**config.mk**
```make
export PLATFORM = sky130hd
export DESIGN_NAME = st_core_glue
export DESIGN_NICKNAME = d
export VERILOG_FILES = /design/src/hw/st_glue_pkg.sv /design/src/hw/audio_volume.sv /design/src/hw/boot_gate.sv /design/src/hw/joy_kbd_mapper.sv /design/src/hw/ram_scrambler.sv /design/src/hw/st_core_glue.sv
export SDC_FILE = /design/constraint.sdc
export NUM_CORES = 1
export LEC_CHECK = 0
export BUFFER_PORTS_ARGS = -buffer_cell sky130_fd_sc_hd__buf_2
export CORE_AREA = 2 2 129 131
export CTS_BUF_LIST = sky130_fd_sc_hd__clkbuf_4 sky130_fd_sc_hd__clkbuf_8
export DETAILED_ROUTE_END_ITERATION = 8
export DIE_AREA = 0 0 131 133
export SYNTH_ARGS = -nofsm -noshare
export SYNTH_HDL_FRONTEND = slang
export SYNTH_HIERARCHICAL = 1
export SYNTH_SLANG_ARGS = --single-unit
```
**constraint.sdc**
```tcl
create_clock -name clk32 -period 5.22 [get_ports clk32]
set_input_delay 0.261 -clock clk32 [delete_from_list [all_inputs] [get_ports clk32]]
set_output_delay 0.261 -clock clk32 [all_outputs]
set_load 0.1 [all_outputs]
```
**src/hw/st_glue_pkg.sv**
```systemverilog
// ##########################################################
// shared widths, bus structs, osd setting enums and
// constants for the st core glue logic
// ##########################################################

package st_glue_pkg;

  localparam int kbd_cols = 15;                         // st keyboard matrix columns
  localparam int unsigned boot_wait_default = 64000000; // 2 s at 32 MHz
  localparam int scramble_lsb = 3;                      // lowest scrambled ram addr bit

  // joystick: fire2, fire, up, down, left, right
  typedef logic [5:0] joy_t;
  typedef logic [7:0] hid_joy_t;                 // usb pad, four buttons
  typedef logic [7:0] db9_raw_t;                 // io pins, active low

  typedef logic [kbd_cols-1:0] kbd_cols_t;       // column select, active low
  typedef logic [7:0] kbd_row_t;                 // row response, active low
  typedef logic [kbd_cols*8-1:0] kbd_matrix_t;   // row i at [8i+7:8i]

  typedef logic signed [14:0] audio_raw_t;       // chipset mix
  typedef logic signed [15:0] audio_t;

  typedef logic [23:1] ram_word_addr_t;          // chipset word address
  typedef logic [21:0] sdram_addr_t;             // sdram word address

  typedef enum logic [1:0] {
    mouse_usb       = 2'd0,
    mouse_db9_atari = 2'd1,
    mouse_db9_amiga = 2'd2,
    mouse_none      = 2'd3
  } mouse_port_e;

  typedef enum logic [1:0] {
    vol_mute    = 2'd0,
    vol_quarter = 2'd1,
    vol_half    = 2'd2,
    vol_full    = 2'd3
  } volume_e;

  typedef enum logic [0:0] {
    boot_waiting = 1'b0,
    boot_done    = 1'b1
  } boot_state_e;

  typedef struct packed {
    audio_t l;
    audio_t r;
  } audio_pair_t;

  typedef struct packed {
    sdram_addr_t addr;
    logic        cs;
    logic        we;
    logic [1:0]  ds;     // upper, lower byte, active high
  } sdram_req_t;

  typedef struct packed {
    logic           ras_n;
    logic           cash_n;
    logic           casl_n;
    logic           we_n;
    ram_word_addr_t addr;
  } st_ram_bus_t;

  // settings set from the osd menu
  typedef struct packed {
    mouse_port_e port_mouse;
    volume_e     volume;
    logic        reset_req;
    logic        coldboot;
  } sys_cfg_t;

endpackage

```
**src/hw/audio_volume.sv**
```systemverilog
// ##########################################################
// stereo audio sign extension and osd volume scaling
// ##########################################################

module audio_volume (
  input  logic                     clk32,
  input  logic                     rst_n,
  input  st_glue_pkg::volume_e     volume,
  input  st_glue_pkg::audio_raw_t  audio_l,
  input  st_glue_pkg::audio_raw_t  audio_r,
  output st_glue_pkg::audio_pair_t audio
);

  st_glue_pkg::audio_pair_t audio_nxt;

  // widen to 16 bit, then divide by shifting, sign kept
  function automatic st_glue_pkg::audio_t scale(
    input st_glue_pkg::audio_raw_t raw,
    input st_glue_pkg::volume_e    vol
  );
    st_glue_pkg::audio_t ext;
    ext = {raw[14], raw};   // sign extend
    case (vol)
      st_glue_pkg::vol_mute:    scale = '0;
      st_glue_pkg::vol_quarter: scale = ext >>> 2;
      st_glue_pkg::vol_half:    scale = ext >>> 1;
      default:                  scale = ext;   // full
    endcase
  endfunction

  assign audio_nxt.l = scale(audio_l, volume);
  assign audio_nxt.r = scale(audio_r, volume);

  always_ff @(posedge clk32 or negedge rst_n) begin
    if (!rst_n)
      audio <= '0;   // silence
    else
      audio <= audio_nxt;
  end

endmodule

```
**src/hw/boot_gate.sv**
```systemverilog
// ##########################################################
// wait for a mounted disk image or timeout, then
// combine all ready and reset terms into chipset reset
// ##########################################################

module boot_gate #(
  parameter int unsigned boot_wait_cycles = st_glue_pkg::boot_wait_default
) (
  input  logic        clk32,
  input  logic        rst_n,
  input  logic        reset_req,      // osd reset
  input  logic        reset_button,   // board button, active high
  input  logic        ram_ready,
  input  logic        flash_ready,
  input  logic [31:0] img_size,       // 0 until the mcu mounts an image
  output logic        chipset_resb
);

  st_glue_pkg::boot_state_e state;
  logic [31:0]              wait_cnt;
  logic                     sd_ready;
  logic                     wait_over;

  assign wait_over = (wait_cnt >= 32'(boot_wait_cycles));
  assign sd_ready  = (state == st_glue_pkg::boot_done);

  // give the mcu time to mount a default image before booting
  always_ff @(posedge clk32 or negedge rst_n) begin
    if (!rst_n) begin
      state    <= st_glue_pkg::boot_waiting;
      wait_cnt <= '0;
    end else begin
      case (state)
        st_glue_pkg::boot_waiting: begin
          if (!wait_over)
            wait_cnt <= wait_cnt + 32'd1;   // saturates at the timeout
          if (img_size != 32'd0 || wait_over)
            state <= st_glue_pkg::boot_done;
        end
        default: state <= st_glue_pkg::boot_done;   // stays until reset
      endcase
    end
  end

  // chipset runs only when every source agrees
  always_ff @(posedge clk32 or negedge rst_n) begin
    if (!rst_n)
      chipset_resb <= 1'b0;
    else
      chipset_resb <= !reset_req && !reset_button && ram_ready && flash_ready && sd_ready;
  end

  // boot gating never re-arms without a reset
  a_boot_sticky: assert property (@(posedge clk32) disable iff (!rst_n)
    state == st_glue_pkg::boot_done |=> state == st_glue_pkg::boot_done);

endmodule

```
**src/hw/joy_kbd_mapper.sv**
```systemverilog
// ##########################################################
// joystick port routing (usb/db9) and st keyboard
// matrix scan, one registered stage
// ##########################################################

module joy_kbd_mapper (
  input  logic                     clk32,
  input  logic                     rst_n,
  input  st_glue_pkg::mouse_port_e port_mouse,
  input  st_glue_pkg::joy_t        hid_mouse,
  input  st_glue_pkg::hid_joy_t    hid_joy,
  input  st_glue_pkg::db9_raw_t    io,
  input  st_glue_pkg::kbd_matrix_t kbd_matrix,
  input  st_glue_pkg::kbd_cols_t   kbd_cols,
  output st_glue_pkg::joy_t        joy0,
  output st_glue_pkg::joy_t        joy1,
  output st_glue_pkg::kbd_row_t    kbd_rows
);

  st_glue_pkg::joy_t     db9_atari;
  st_glue_pkg::joy_t     db9_amiga;
  st_glue_pkg::joy_t     db9_joy;
  st_glue_pkg::joy_t     joy0_nxt;
  st_glue_pkg::joy_t     joy1_nxt;
  st_glue_pkg::kbd_row_t rows_nxt;

  // up and right pins trade places between atari and amiga wiring
  assign db9_atari = ~{io[5], io[0], io[2], io[1], io[4], io[3]};
  assign db9_amiga = ~{io[5], io[0], io[3], io[1], io[4], io[2]};

  // port 0 takes the mouse from usb or either db9 wiring
  always_comb begin
    case (port_mouse)
      st_glue_pkg::mouse_usb:       joy0_nxt = hid_mouse;
      st_glue_pkg::mouse_db9_atari: joy0_nxt = db9_atari;
      st_glue_pkg::mouse_db9_amiga: joy0_nxt = db9_amiga;
      default:                      joy0_nxt = '0;   // port off
    endcase
  end

  // db9 acts as joystick only while the mouse is on usb
  assign db9_joy  = (port_mouse == st_glue_pkg::mouse_usb) ? db9_atari : '0;
  assign joy1_nxt = {1'b0, hid_joy[4:0] | db9_joy[4:0]};   // no fire2 on port 1

  // AND of all rows whose column line is pulled low
  always_comb begin
    rows_nxt = '1;
    for (int i = 0; i < st_glue_pkg::kbd_cols; i++) begin
      if (!kbd_cols[i])
        rows_nxt = rows_nxt & kbd_matrix[8*i +: 8];
    end
  end

  always_ff @(posedge clk32 or negedge rst_n) begin
    if (!rst_n) begin
      joy0     <= '0;
      joy1     <= '0;
      kbd_rows <= '1;   // no key pressed
    end else begin
      joy0     <= joy0_nxt;
      joy1     <= joy1_nxt;
      kbd_rows <= rows_nxt;
    end
  end

endmodule

```
**src/hw/ram_scrambler.sv**
```systemverilog
// ##########################################################
// cold-boot ram address scrambling and sdram request
// ##########################################################

module ram_scrambler (
  input  logic                     clk32,
  input  logic                     rst_n,
  input  logic                     coldboot,   // osd cold boot flag
  input  st_glue_pkg::st_ram_bus_t ram_bus,
  output st_glue_pkg::sdram_req_t  sdram_req
);

  logic                        cb_q;           // coldboot, one cycle old
  logic                        cb_edge;
  logic [1:0]                  scramble_cnt;
  st_glue_pkg::ram_word_addr_t addr_s;         // scrambled chipset addr
  st_glue_pkg::sdram_req_t     req_nxt;

  assign cb_edge = coldboot && !cb_q;

  // every cold boot moves ram contents so old data is garbage
  always_ff @(posedge clk32 or negedge rst_n) begin
    if (!rst_n) begin
      cb_q         <= 1'b0;
      scramble_cnt <= 2'd0;
    end else begin
      cb_q <= coldboot;
      if (cb_edge)
        scramble_cnt <= scramble_cnt + 2'd1;
    end
  end

  always_comb begin
    addr_s = ram_bus.addr;
    addr_s[st_glue_pkg::scramble_lsb +: 2] = ram_bus.addr[st_glue_pkg::scramble_lsb +: 2]
                                             ^ scramble_cnt;
  end

  assign req_nxt.addr = addr_s[22:1];                          // bit 23 not mapped
  assign req_nxt.cs   = !ram_bus.ras_n && !ram_bus.addr[23];   // lower 8 MB only
  assign req_nxt.we   = !ram_bus.we_n;
  assign req_nxt.ds   = ~{ram_bus.cash_n, ram_bus.casl_n};

  always_ff @(posedge clk32 or negedge rst_n) begin
    if (!rst_n)
      sdram_req <= '0;   // idle, no cs/we
    else
      sdram_req <= req_nxt;
  end

  // count steps by one, and only right after a coldboot edge
  a_scramble_step: assert property (@(posedge clk32) disable iff (!rst_n)
    scramble_cnt != $past(scramble_cnt) |->
      scramble_cnt == $past(scramble_cnt) + 2'd1 && $past(cb_edge));

endmodule

```
**src/hw/st_core_glue.sv**
```systemverilog
// ##########################################################
// st core glue top: input mapping, audio volume,
// boot gating and ram scrambling side by side
// ##########################################################

module st_core_glue #(
  parameter int unsigned boot_wait_cycles = st_glue_pkg::boot_wait_default
) (
  input  logic                     clk32,
  input  logic                     rst_n,
  input  st_glue_pkg::sys_cfg_t    cfg,
  input  st_glue_pkg::joy_t        hid_mouse,
  input  st_glue_pkg::hid_joy_t    hid_joy,
  input  st_glue_pkg::db9_raw_t    io,
  input  st_glue_pkg::kbd_matrix_t kbd_matrix,
  input  st_glue_pkg::kbd_cols_t   kbd_cols,
  output st_glue_pkg::joy_t        joy0,
  output st_glue_pkg::joy_t        joy1,
  output st_glue_pkg::kbd_row_t    kbd_rows,
  input  st_glue_pkg::audio_raw_t  audio_l,
  input  st_glue_pkg::audio_raw_t  audio_r,
  output st_glue_pkg::audio_pair_t audio,
  input  logic                     reset_button,
  input  logic                     ram_ready,
  input  logic                     flash_ready,
  input  logic [31:0]              img_size,
  output logic                     chipset_resb,
  input  st_glue_pkg::st_ram_bus_t ram_bus,
  output st_glue_pkg::sdram_req_t  sdram_req
);

  // mouse on port 0, merged joysticks on port 1
  joy_kbd_mapper u_joy_kbd (
    .clk32      (clk32),
    .rst_n      (rst_n),
    .port_mouse (cfg.port_mouse),
    .hid_mouse  (hid_mouse),
    .hid_joy    (hid_joy),
    .io         (io),
    .kbd_matrix (kbd_matrix),
    .kbd_cols   (kbd_cols),
    .joy0       (joy0),
    .joy1       (joy1),
    .kbd_rows   (kbd_rows)
  );

  audio_volume u_audio (
    .clk32   (clk32),
    .rst_n   (rst_n),
    .volume  (cfg.volume),
    .audio_l (audio_l),
    .audio_r (audio_r),
    .audio   (audio)
  );

  boot_gate #(
    .boot_wait_cycles (boot_wait_cycles)
  ) u_boot (
    .clk32        (clk32),
    .rst_n        (rst_n),
    .reset_req    (cfg.reset_req),
    .reset_button (reset_button),
    .ram_ready    (ram_ready),
    .flash_ready  (flash_ready),
    .img_size     (img_size),
    .chipset_resb (chipset_resb)
  );

  ram_scrambler u_ram (
    .clk32     (clk32),
    .rst_n     (rst_n),
    .coldboot  (cfg.coldboot),
    .ram_bus   (ram_bus),
    .sdram_req (sdram_req)
  );

endmodule

```
==> results of run 1 <==
[metal layers]
layer | vias to the layer above | part of all wire
met1 | 2270 | 0.42
met2 | 207 | 0.50
met4 | 2 | 0.013
met5 | - | 0.00044
met3 | 21 | 0.062
li1 | 2289 | -
[synth_stat cells (8+ instances only)]
cell / instances
clkbuf_1: 11
a21oi_1: 24
nand2_1: 21
mux2i_1: 34
nand4_1: 8
inv_1: 14
nor4_1: 19
nand3_1: 11
o21ai_0: 9
dfrtp_1: 104
xnor2_1: 24
dfstp_2: 8
or4_1: 8
buf_4: 8
o22ai_1: 54
o22a_1: 8
[flip-flops by register name (all words and copies together) (netlist names)]
register,cells
u_ram/sdram_req,26
u_boot/wait_cnt,32
u_ram/cb_q,1
u_joy_kbd/joy1,5
u_joy_kbd/joy0,6
u_audio/audio,30
u_boot/chipset_resb,1
u_joy_kbd/kbd_rows,8
u_ram/scramble_cnt,2
u_boot/sd_ready,1
[kinds of logic (layout without fill, tap and decap cells)]
| kind of cell | count (synthesis) | count (layout) | share of synthesized area |
|---|---|---|---|
| xor+xnor | 29 | 29 | 0.0492 |
| simple gates | 94 | 94 | 0.110 |
| other cells | 1 | 4 | 0.000726 |
| compound gates | 117 | 117 | 0.150 |
| flops | 112 | 112 | 0.545 |
| buf+inv | 51 | 385 | 0.0603 |
| fa+ha+maj | 2 | 2 | 0.00485 |
| mux | 39 | 39 | 0.0804 |
[worst max path at each step]
stage	from	endpoint	slack, ns	cells past startpoint
after floorplan	u_boot/wait_cnt[17]	u_boot/wait_cnt[20]	3.48	5
after global placement	kbd_cols[0]	u_joy_kbd/kbd_rows[3]	3.15	4
after detailed placement	kbd_cols[0]	u_joy_kbd/kbd_rows[3]	3.17	4
after CTS	u_boot/wait_cnt[17]	u_boot/wait_cnt[16]	3.25	5
after global routing	u_boot/wait_cnt[29]	u_boot/wait_cnt[16]	3.11	5
final	u_boot/wait_cnt[17]	u_boot/wait_cnt[12]	3.29	5
[cells in the final DEF, fill, tap and decap left out, types with 2 or more instances in the layout]
| cell | instances |
|---|---|
| buf_2 | 328 |
| dfrtp_1 | 104 |
| o22ai_1 | 54 |
| mux2i_1 | 34 |
| dlygate4sd3_1 | 25 |
| a21oi_1 | 24 |
| xnor2_1 | 24 |
| nand2_1 | 21 |
| nor4_1 | 19 |
| inv_1 | 14 |
| clkbuf_8 | 11 |
| nand3_1 | 11 |
| o21ai_0 | 9 |
| nand4_1 | 8 |
| or4_1 | 8 |
| o22a_1 | 8 |
| dfstp_2 | 8 |
| and3_1 | 6 |
| o21bai_1 | 6 |
| mux2_4 | 5 |
| a22o_1 | 5 |
| nand2b_1 | 5 |
| xor2_1 | 5 |
| nor2_1 | 4 |
| diode_2 | 3 |
| inv_6 | 2 |
| clkbuf_4 | 2 |
| buf_4 | 2 |
| o21a_1 | 2 |
| a31oi_1 | 2 |
| nor3_1 | 2 |
| o2111ai_1 | 2 |
| nor4_4 | 2 |
| and4_1 | 2 |
| ha_1 | 2 |
[cell type report]
type,instances,area (um^2),share of cell area
Antenna cell,3,7.51,0.00103
Clock buffer,13,166,0.0228
Clock inverter,3,47.5,0.00651
Inverter,14,52.6,0.00719
Multi-Input combinational cell,282,2040,0.279
Sequential cell,112,2810,0.385
Tap cell,220,275,0.0377
Timing Repair Buffer,355,1910,0.261
[metrics by stage]
stage	hold slack (ns)	instances
final	-0.000286	1002
after global routing	0.00137	1002
after CTS	0.000251	998
after detailed placement	0.366	958
after global placement	0.366	958
after floorplan	-0.0346	445
[power groups by stage]
stage	Combinational [uW]	Sequential (uW)	Clock (uW)
floorplan	134	1290	0
global placement	658	956	0
detailed placement	661	958	0
CTS	676	941	580
global route	706	948	614
finish	673	941	555
==> metrics.md, run 1 <==
| Metric | Value |
|---|---|
| Post-CTS Hold Buffers | `24` |
| Synth Flop Type | `dfrtp_1` |
| Starting DRC count in detailed routing | `about 180` |
| Post-Layout Inst Area | `approximately 7300 um^2` |
| Crit path kind | `register to register` |
| Seq cells post-synth | `between 100 and 150` |
| First-pass GRT wire length | `between 20 and 30 mm` |
| Number of distinct library cells after synthesis | `49` |
| Syn_area_per_cell | `approximately 12 um^2` |
| Total wire length | `18.3 mm` |
| Syn nets | `704` |
| Dpl cell area | `between 6000 and 7000 um^2` |
| Failing checks | `hold timing` |
| Final nets | `around 1,000` |
| Critical Path Sink Type | `register` |
| Total CTS buffers | `9` |
| Final Hold Viols | `4` |
| Core Box Area | `around 16,000 um^2` |
| Sink Count | `roughly 110` |
| Global routing's busiest layer | `met2` |
| Slowest cell on crit path | `nor4_4` |
| Seq pwr share | `0.434` |
| Pre-CTS WS | `around 3.2 ns` |
| Status | `finished, violations left` |
| Post-synth EDFFs | `0` |
| DRT Pass-1 Iters | `4` |
| Pin count of the biggest net entering global routing | `69` |
| LEAKAGE | `~0.0036 uW` |
| Gr ovfl total | `0` |
| WP buf/inv | `0` |
| Pint | `1360 uW` |
| Finished Core Util | `0.452` |
| Setup repair after global routing missed its margin | `false` |
| Die area | `17,400 um^2` |
| GR Util met2 | `0.349` |
| Mapped Cells | `445` |
| FF-to-FF Start | `u_boot/wait_cnt[17]` |
| Initial Util | `0.319` |
| Synth warn | `6` |
| Worst setup SP type | `register` |
| Arrival time at the worst endpoint | `around 2.2 ns` |
| Max FO, Critical Path | `7` |
| Min-delay worst type | `input pin to asynchronous set/reset pin` |
| WL/cell | `around 18 um` |
| Sw Share | `0.375` |
| CP Cell Sequence | `nor4_2 -> a2111oi_4 -> nor4_4 -> nand3_1 -> xnor2_1` |
| Post-route clock period utilization | `0.369` |
| GR Layer Usage met1 | `0.266` |
| Ranking of synthesized cells by area | `dfrtp_1 (50%), mux2i_1 (6.6%), o22ai_1 (6.5%)` |
| Post-Syn Area | `about 5200 um^2` |
| CTS max path bufs | `2` |
| Port Buf Inserts | `approximately 330` |
| Row count | `47` |
| Final Skew | `about 0.0068 ns` |
| Async SR Flop Fraction | `1.00` |
| Vias in the first global route | `between 4,000 and 5,000` |
| Clk pwr share | `0.256` |
| GRT Util Overall | `0.207` |
| Dpl hpwl | `14.9 mm` |
| Post-CTS Setup Bufs | `0` |
| Setup TNS | `0 ns` |
| Reg clk slew, reported paths | `around 0.1 ns` |
| Worst-skew pair later-pin latency | `~0.37 ns` |
| Worst EP required | `~5.5 ns` |
| Post-synth top area cell | `dfrtp_1` |
| Final max-slew violation count | `0` |
| Max frequency | `roughly 520 MHz` |
| Final setup viols | `0` |
| Vias post-DR | `~4,800` |
| Pwr Density | `297 nW/um^2` |
| Post-route ant nets | `0` |
| R2r endpoint | `u_boot/wait_cnt[12]` |
| Root Buffer | `clkbuf_8` |
| Slew HR | `0.220` |
| Max-cap violations | `0` |
| Worst IR Drop VDD | `196 uV` |
| Delay-heaviest family, CP | `simple AND/OR/NAND/NOR gates` |
| CTS tree | `yes` |
| Post-layout min period | `slightly below 2 ns` |
| Combinational Power Share | `0.310` |
| Worst-Margin Slew | `around 1.2 ns` |
| Final GP Congestion | `roughly 0.90` |
| Max incr delay on CP | `a little over 0.5 ns` |
| Final setup margin | `roughly 3.3 ns` |
| # resized after CTS | `0` |
| Antenna violations before repair | `4` |
| Io pins | `336` |
| Min Hold Slack | `-0.000286 ns` |
| DRC Markers | `0` |
| Vias/cell | `about 4.8` |
| FILL cells | `between 1,500 and 2,000` |
| H-tree depth | `3` |
| R2R Setup Slk | `about 3.3 ns` |
| R2R depth | `5` |
| Area grow syn2layout | `41.5%` |
| Design Power | `2170 uW` |
| GR Util met3 | `0.0465` |
| Layout cell share with drive strength beyond 1 | `0.472` |
| Die W | `131 um` |
| Seq/Total Area, Yosys | `0.545` |
| Switching pwr | `roughly 810 uW` |
| Die height | `between 100 and 150 um` |
| Yosys top cell area share | `0.504` |
Note: power is estimated with default switching activity, not from simulation.
==> inputs of run 2 (changes only) <==
==> constraint.sdc (replaced) <==
create_clock -name clk32 -period 1.8 [get_ports clk32]
set_input_delay 0.09 -clock clk32 [delete_from_list [all_inputs] [get_ports clk32]]
set_output_delay 0.09 -clock clk32 [all_outputs]
set_load 0.1 [all_outputs]
==> run 2 against run 1 <==
  * Count of clock-buffer cells in the layout is 4 lower
  * Die area stayed put
  * Utilization is 6.3 points higher
  * Clock skew is 0.0020 ns higher
  * Combinational power grew to 3.1 times the previous value
  * Routed wire length is 7.6% higher
  * The flow finishes with violations (setup timing)
  * Maximum frequency is 4.0% higher
  * Sequential cell count stayed put
  * Global-route usage is 1.7 points higher
  * Power grew to 2.9 times the previous value
  * Cell count is 9.8% higher
  * Worst setup slack worse by 3.3 ns
==> metrics.md, run 2 (synthesis gave the netlist of run 1 again) <==
| Metric | Value |
|---|---|
| Setup repair after global routing missed its margin | `true (was false)` |
| Final setup viols | `10 (was 0)` |
| Worst setup SP type | `register (unchanged)` |
| Most flops, register | `u_boot/wait_cnt (unchanged)` |
| Port Buf Inserts | `329 (unchanged)` |
| WL/cell | `17.9 um (was 18.3 um)` |
| Worst EP required | `2.08 ns (was 5.48 ns)` |
| GRT Util Overall | `0.225 (was 0.207)` |
| CTS tree | `yes (unchanged)` |
| Worst IR Drop VDD | `675 uV (was 196 uV)` |
| Die W | `131 um (unchanged)` |
| Min-delay worst type | `input pin to register (was input pin to asynchronous set/reset pin)` |
| Max-cap violations | `0 (unchanged)` |
| Io pins | `336 (unchanged)` |
| Worst-Margin Slew | `0.553 ns (was 1.17 ns)` |
| Core Box Area | `16,200 um^2 (unchanged)` |
| Finished Core Util | `0.515 (was 0.452)` |
| Layout cell share with drive strength beyond 1 | `0.475 (was 0.472)` |
| Post-layout min period | `1.85 ns (was 1.93 ns)` |
| Antenna violations before repair | `2 (was 4)` |
| Total wire length | `19.7 mm (was 18.3 mm)` |
| Status | `finished, violations left (unchanged)` |
| Pin count of the biggest net entering global routing | `56 (was 69)` |
| Area grow syn2layout | `61.3% (was 41.5%)` |
| Failing checks | `setup timing (was hold timing)` |
| Final GP Congestion | `0.933 (was 0.900)` |
| Final nets | `1,131 (was 1,033)` |
| First-pass GRT wire length | `29.0 mm (was 26.8 mm)` |
| Dpl hpwl | `15.3 mm (was 14.9 mm)` |
| Die height | `133 um (unchanged)` |
| DRC Markers | `0 (unchanged)` |
| Vias in the first global route | `5,191 (was 4,693)` |
| Slew HR | `0.634 (was 0.220)` |
| CTS max path bufs | `2 (unchanged)` |
| Total CTS buffers | `9 (unchanged)` |
| Row count | `47 (unchanged)` |
| Final Skew | `0.00876 ns (was 0.00678 ns)` |
| LEAKAGE | `0.00416 uW (was 0.00364 uW)` |
| Gr ovfl total | `0 (unchanged)` |
| Reg clk slew, reported paths | `0.12 ns (was 0.10 ns)` |
| Biggest regs | `u_boot/wait_cnt: 32 flops, u_audio/audio: 30 flops, u_ram/sdram_req: 26 flops (unchanged)` |
| Starting DRC count in detailed routing | `262 (was 178)` |
| DRT Pass-1 Iters | `4 (unchanged)` |
| Setup TNS | `-0.113 ns (was 0 ns)` |
| Vias/cell | `4.73 (was 4.78)` |
| Final Hold Viols | `0 (was 4)` |
| Post-route ant nets | `0 (unchanged)` |
| Final setup margin | `-0.0536 ns (was 3.29 ns)` |
| FILL cells | `1,519 (was 1,576)` |
| Arrival time at the worst endpoint | `2.13 ns (was 2.19 ns)` |
| Pwr Density | `759 nW/um^2 (was 297 nW/um^2)` |
| Worst-skew pair later-pin latency | `0.38 ns (was 0.37 ns)` |
| Placed cell count | `985 (was 958)` |
| Flip-flop count of the largest register after layout | `32 (unchanged)` |
| Initial Util | `0.319 (unchanged)` |
| Crit path kind | `register to register (unchanged)` |
| Sink Count | `112 (unchanged)` |
| Most common cell after layout, fill and taps aside | `buf_2 (unchanged)` |
| Max frequency | `539 MHz (was 519 MHz)` |
| Pre-CTS WS | `-0.103 ns (was 3.17 ns)` |
| Most frequent cells in the layout | `buf_2 (328), dfrtp_1 (104), dlygate4sd3_1 (88) (was buf_2 (328), dfrtp_1 (104), o22ai_1 (54))` |
| Critical Path Sink Type | `register (unchanged)` |
| Max FO, Critical Path | `6 (was 7)` |
| Post-route clock period utilization | `1.03 (was 0.369)` |
| H-tree depth | `3 (unchanged)` |
| Die area | `17,400 um^2 (unchanged)` |
| Fin cells | `1,100 (was 1,002)` |
| Final max-slew violation count | `0 (unchanged)` |
| Vias post-DR | `5,204 (was 4,789)` |
| Root Buffer | `clkbuf_8 (unchanged)` |
run 2: changes by cell type in the layout (fill, tap and decap cells not counted), moves of 3 or more:
| cell | delta |
|---|---|
| dlygate4sd3_1 | +63 |
| nand2_2 | +4 |
| nand2_1 | -6 |
| buf_12 | +3 |
| nor4_1 | -4 |
| buf_4 | +30 |
| nor4_2 | +3 |
run 2: layer usage:
| metal | share of wire | vias to the layer above | track usage |
|---|---|---|---|
| met5 | 0 | - | 0 |
| met4 | 0.025 | 0 | 0.0757 |
| met3 | 0.061 | 29 | 0.0546 |
| met2 | 0.51 | 220 | 0.383 |
| met1 | 0.41 | 2458 | 0.275 |
| li1 | - | 2497 | - |
run 2: per-stage QoR:
stage	hold slack (ns)	area (um^2)	total power, uW
6_report	0.0255	8330	6320
5_1_grt	0.0101	8330	6610
4_1_cts	0.000815	8240	6410
3_5_place_dp	0.0201	7080	4710
3_3_place_gp	0.0166	7080	4700
2_1_floorplan	-0.206	5160	4130
run 2: path summary, 6_finish.rpt:
check | from | to | slack [ns] | cells after the start
worst max-delay path | u_boot/wait_cnt[19] | u_boot/wait_cnt[19] | -0.05 | 7
worst min register to register | u_boot/wait_cnt[31] | u_boot/wait_cnt[31] | 0.39 | 0
max in group asynchronous | rst_n | u_joy_kbd/kbd_rows[2] | 1.01 | 3
worst max register to register | u_boot/wait_cnt[19] | u_boot/wait_cnt[19] | -0.05 | 7
worst min-delay path | audio_l[5] | u_audio/audio[19] | 0.03 | 3
min in group asynchronous | rst_n | u_boot/wait_cnt[28] | 0.15 | 2
run 2: what timing repair did:
action	4_1_cts	5_1_grt
setup endpoints to repair	12	28
gates resized for setup	6	16
buffers inserted	4	4
pin swaps	8	13
hold buffers	89	0
hold endpoints to repair	176	0
run 2: worst max-delay path, cell delays in order, from the launching register on:
cell,delay [ns]
dfrtp_1,0.42
nor4_4,0.33
a2111oi_4,0.12
buf_4,0.18
nor4_4,0.28
buf_6,0.19
nand4_1,0.10
xnor2_1,0.14
run 2: final cells by class:
cell class,instances,area (um^2),area share
inverter,14,52.6,0.00631
clock inverter,7,75.1,0.00901
sequential,112,2810,0.338
clock buffer,9,124,0.0149
antenna,3,7.51,0.000901
timing repair buffer,453,2850,0.342
multi-input combinational,282,2140,0.256
tap,220,275,0.0331
run 2: where the power goes:
part           leakage [uW]  internal [uW]  switching (uW)  total, uW
registers           0.00139           2670            59.9       2730
clock network      0.000101            545             951       1500
logic               0.00267            613            1490       2100
total               0.00416           3830            2500       6320
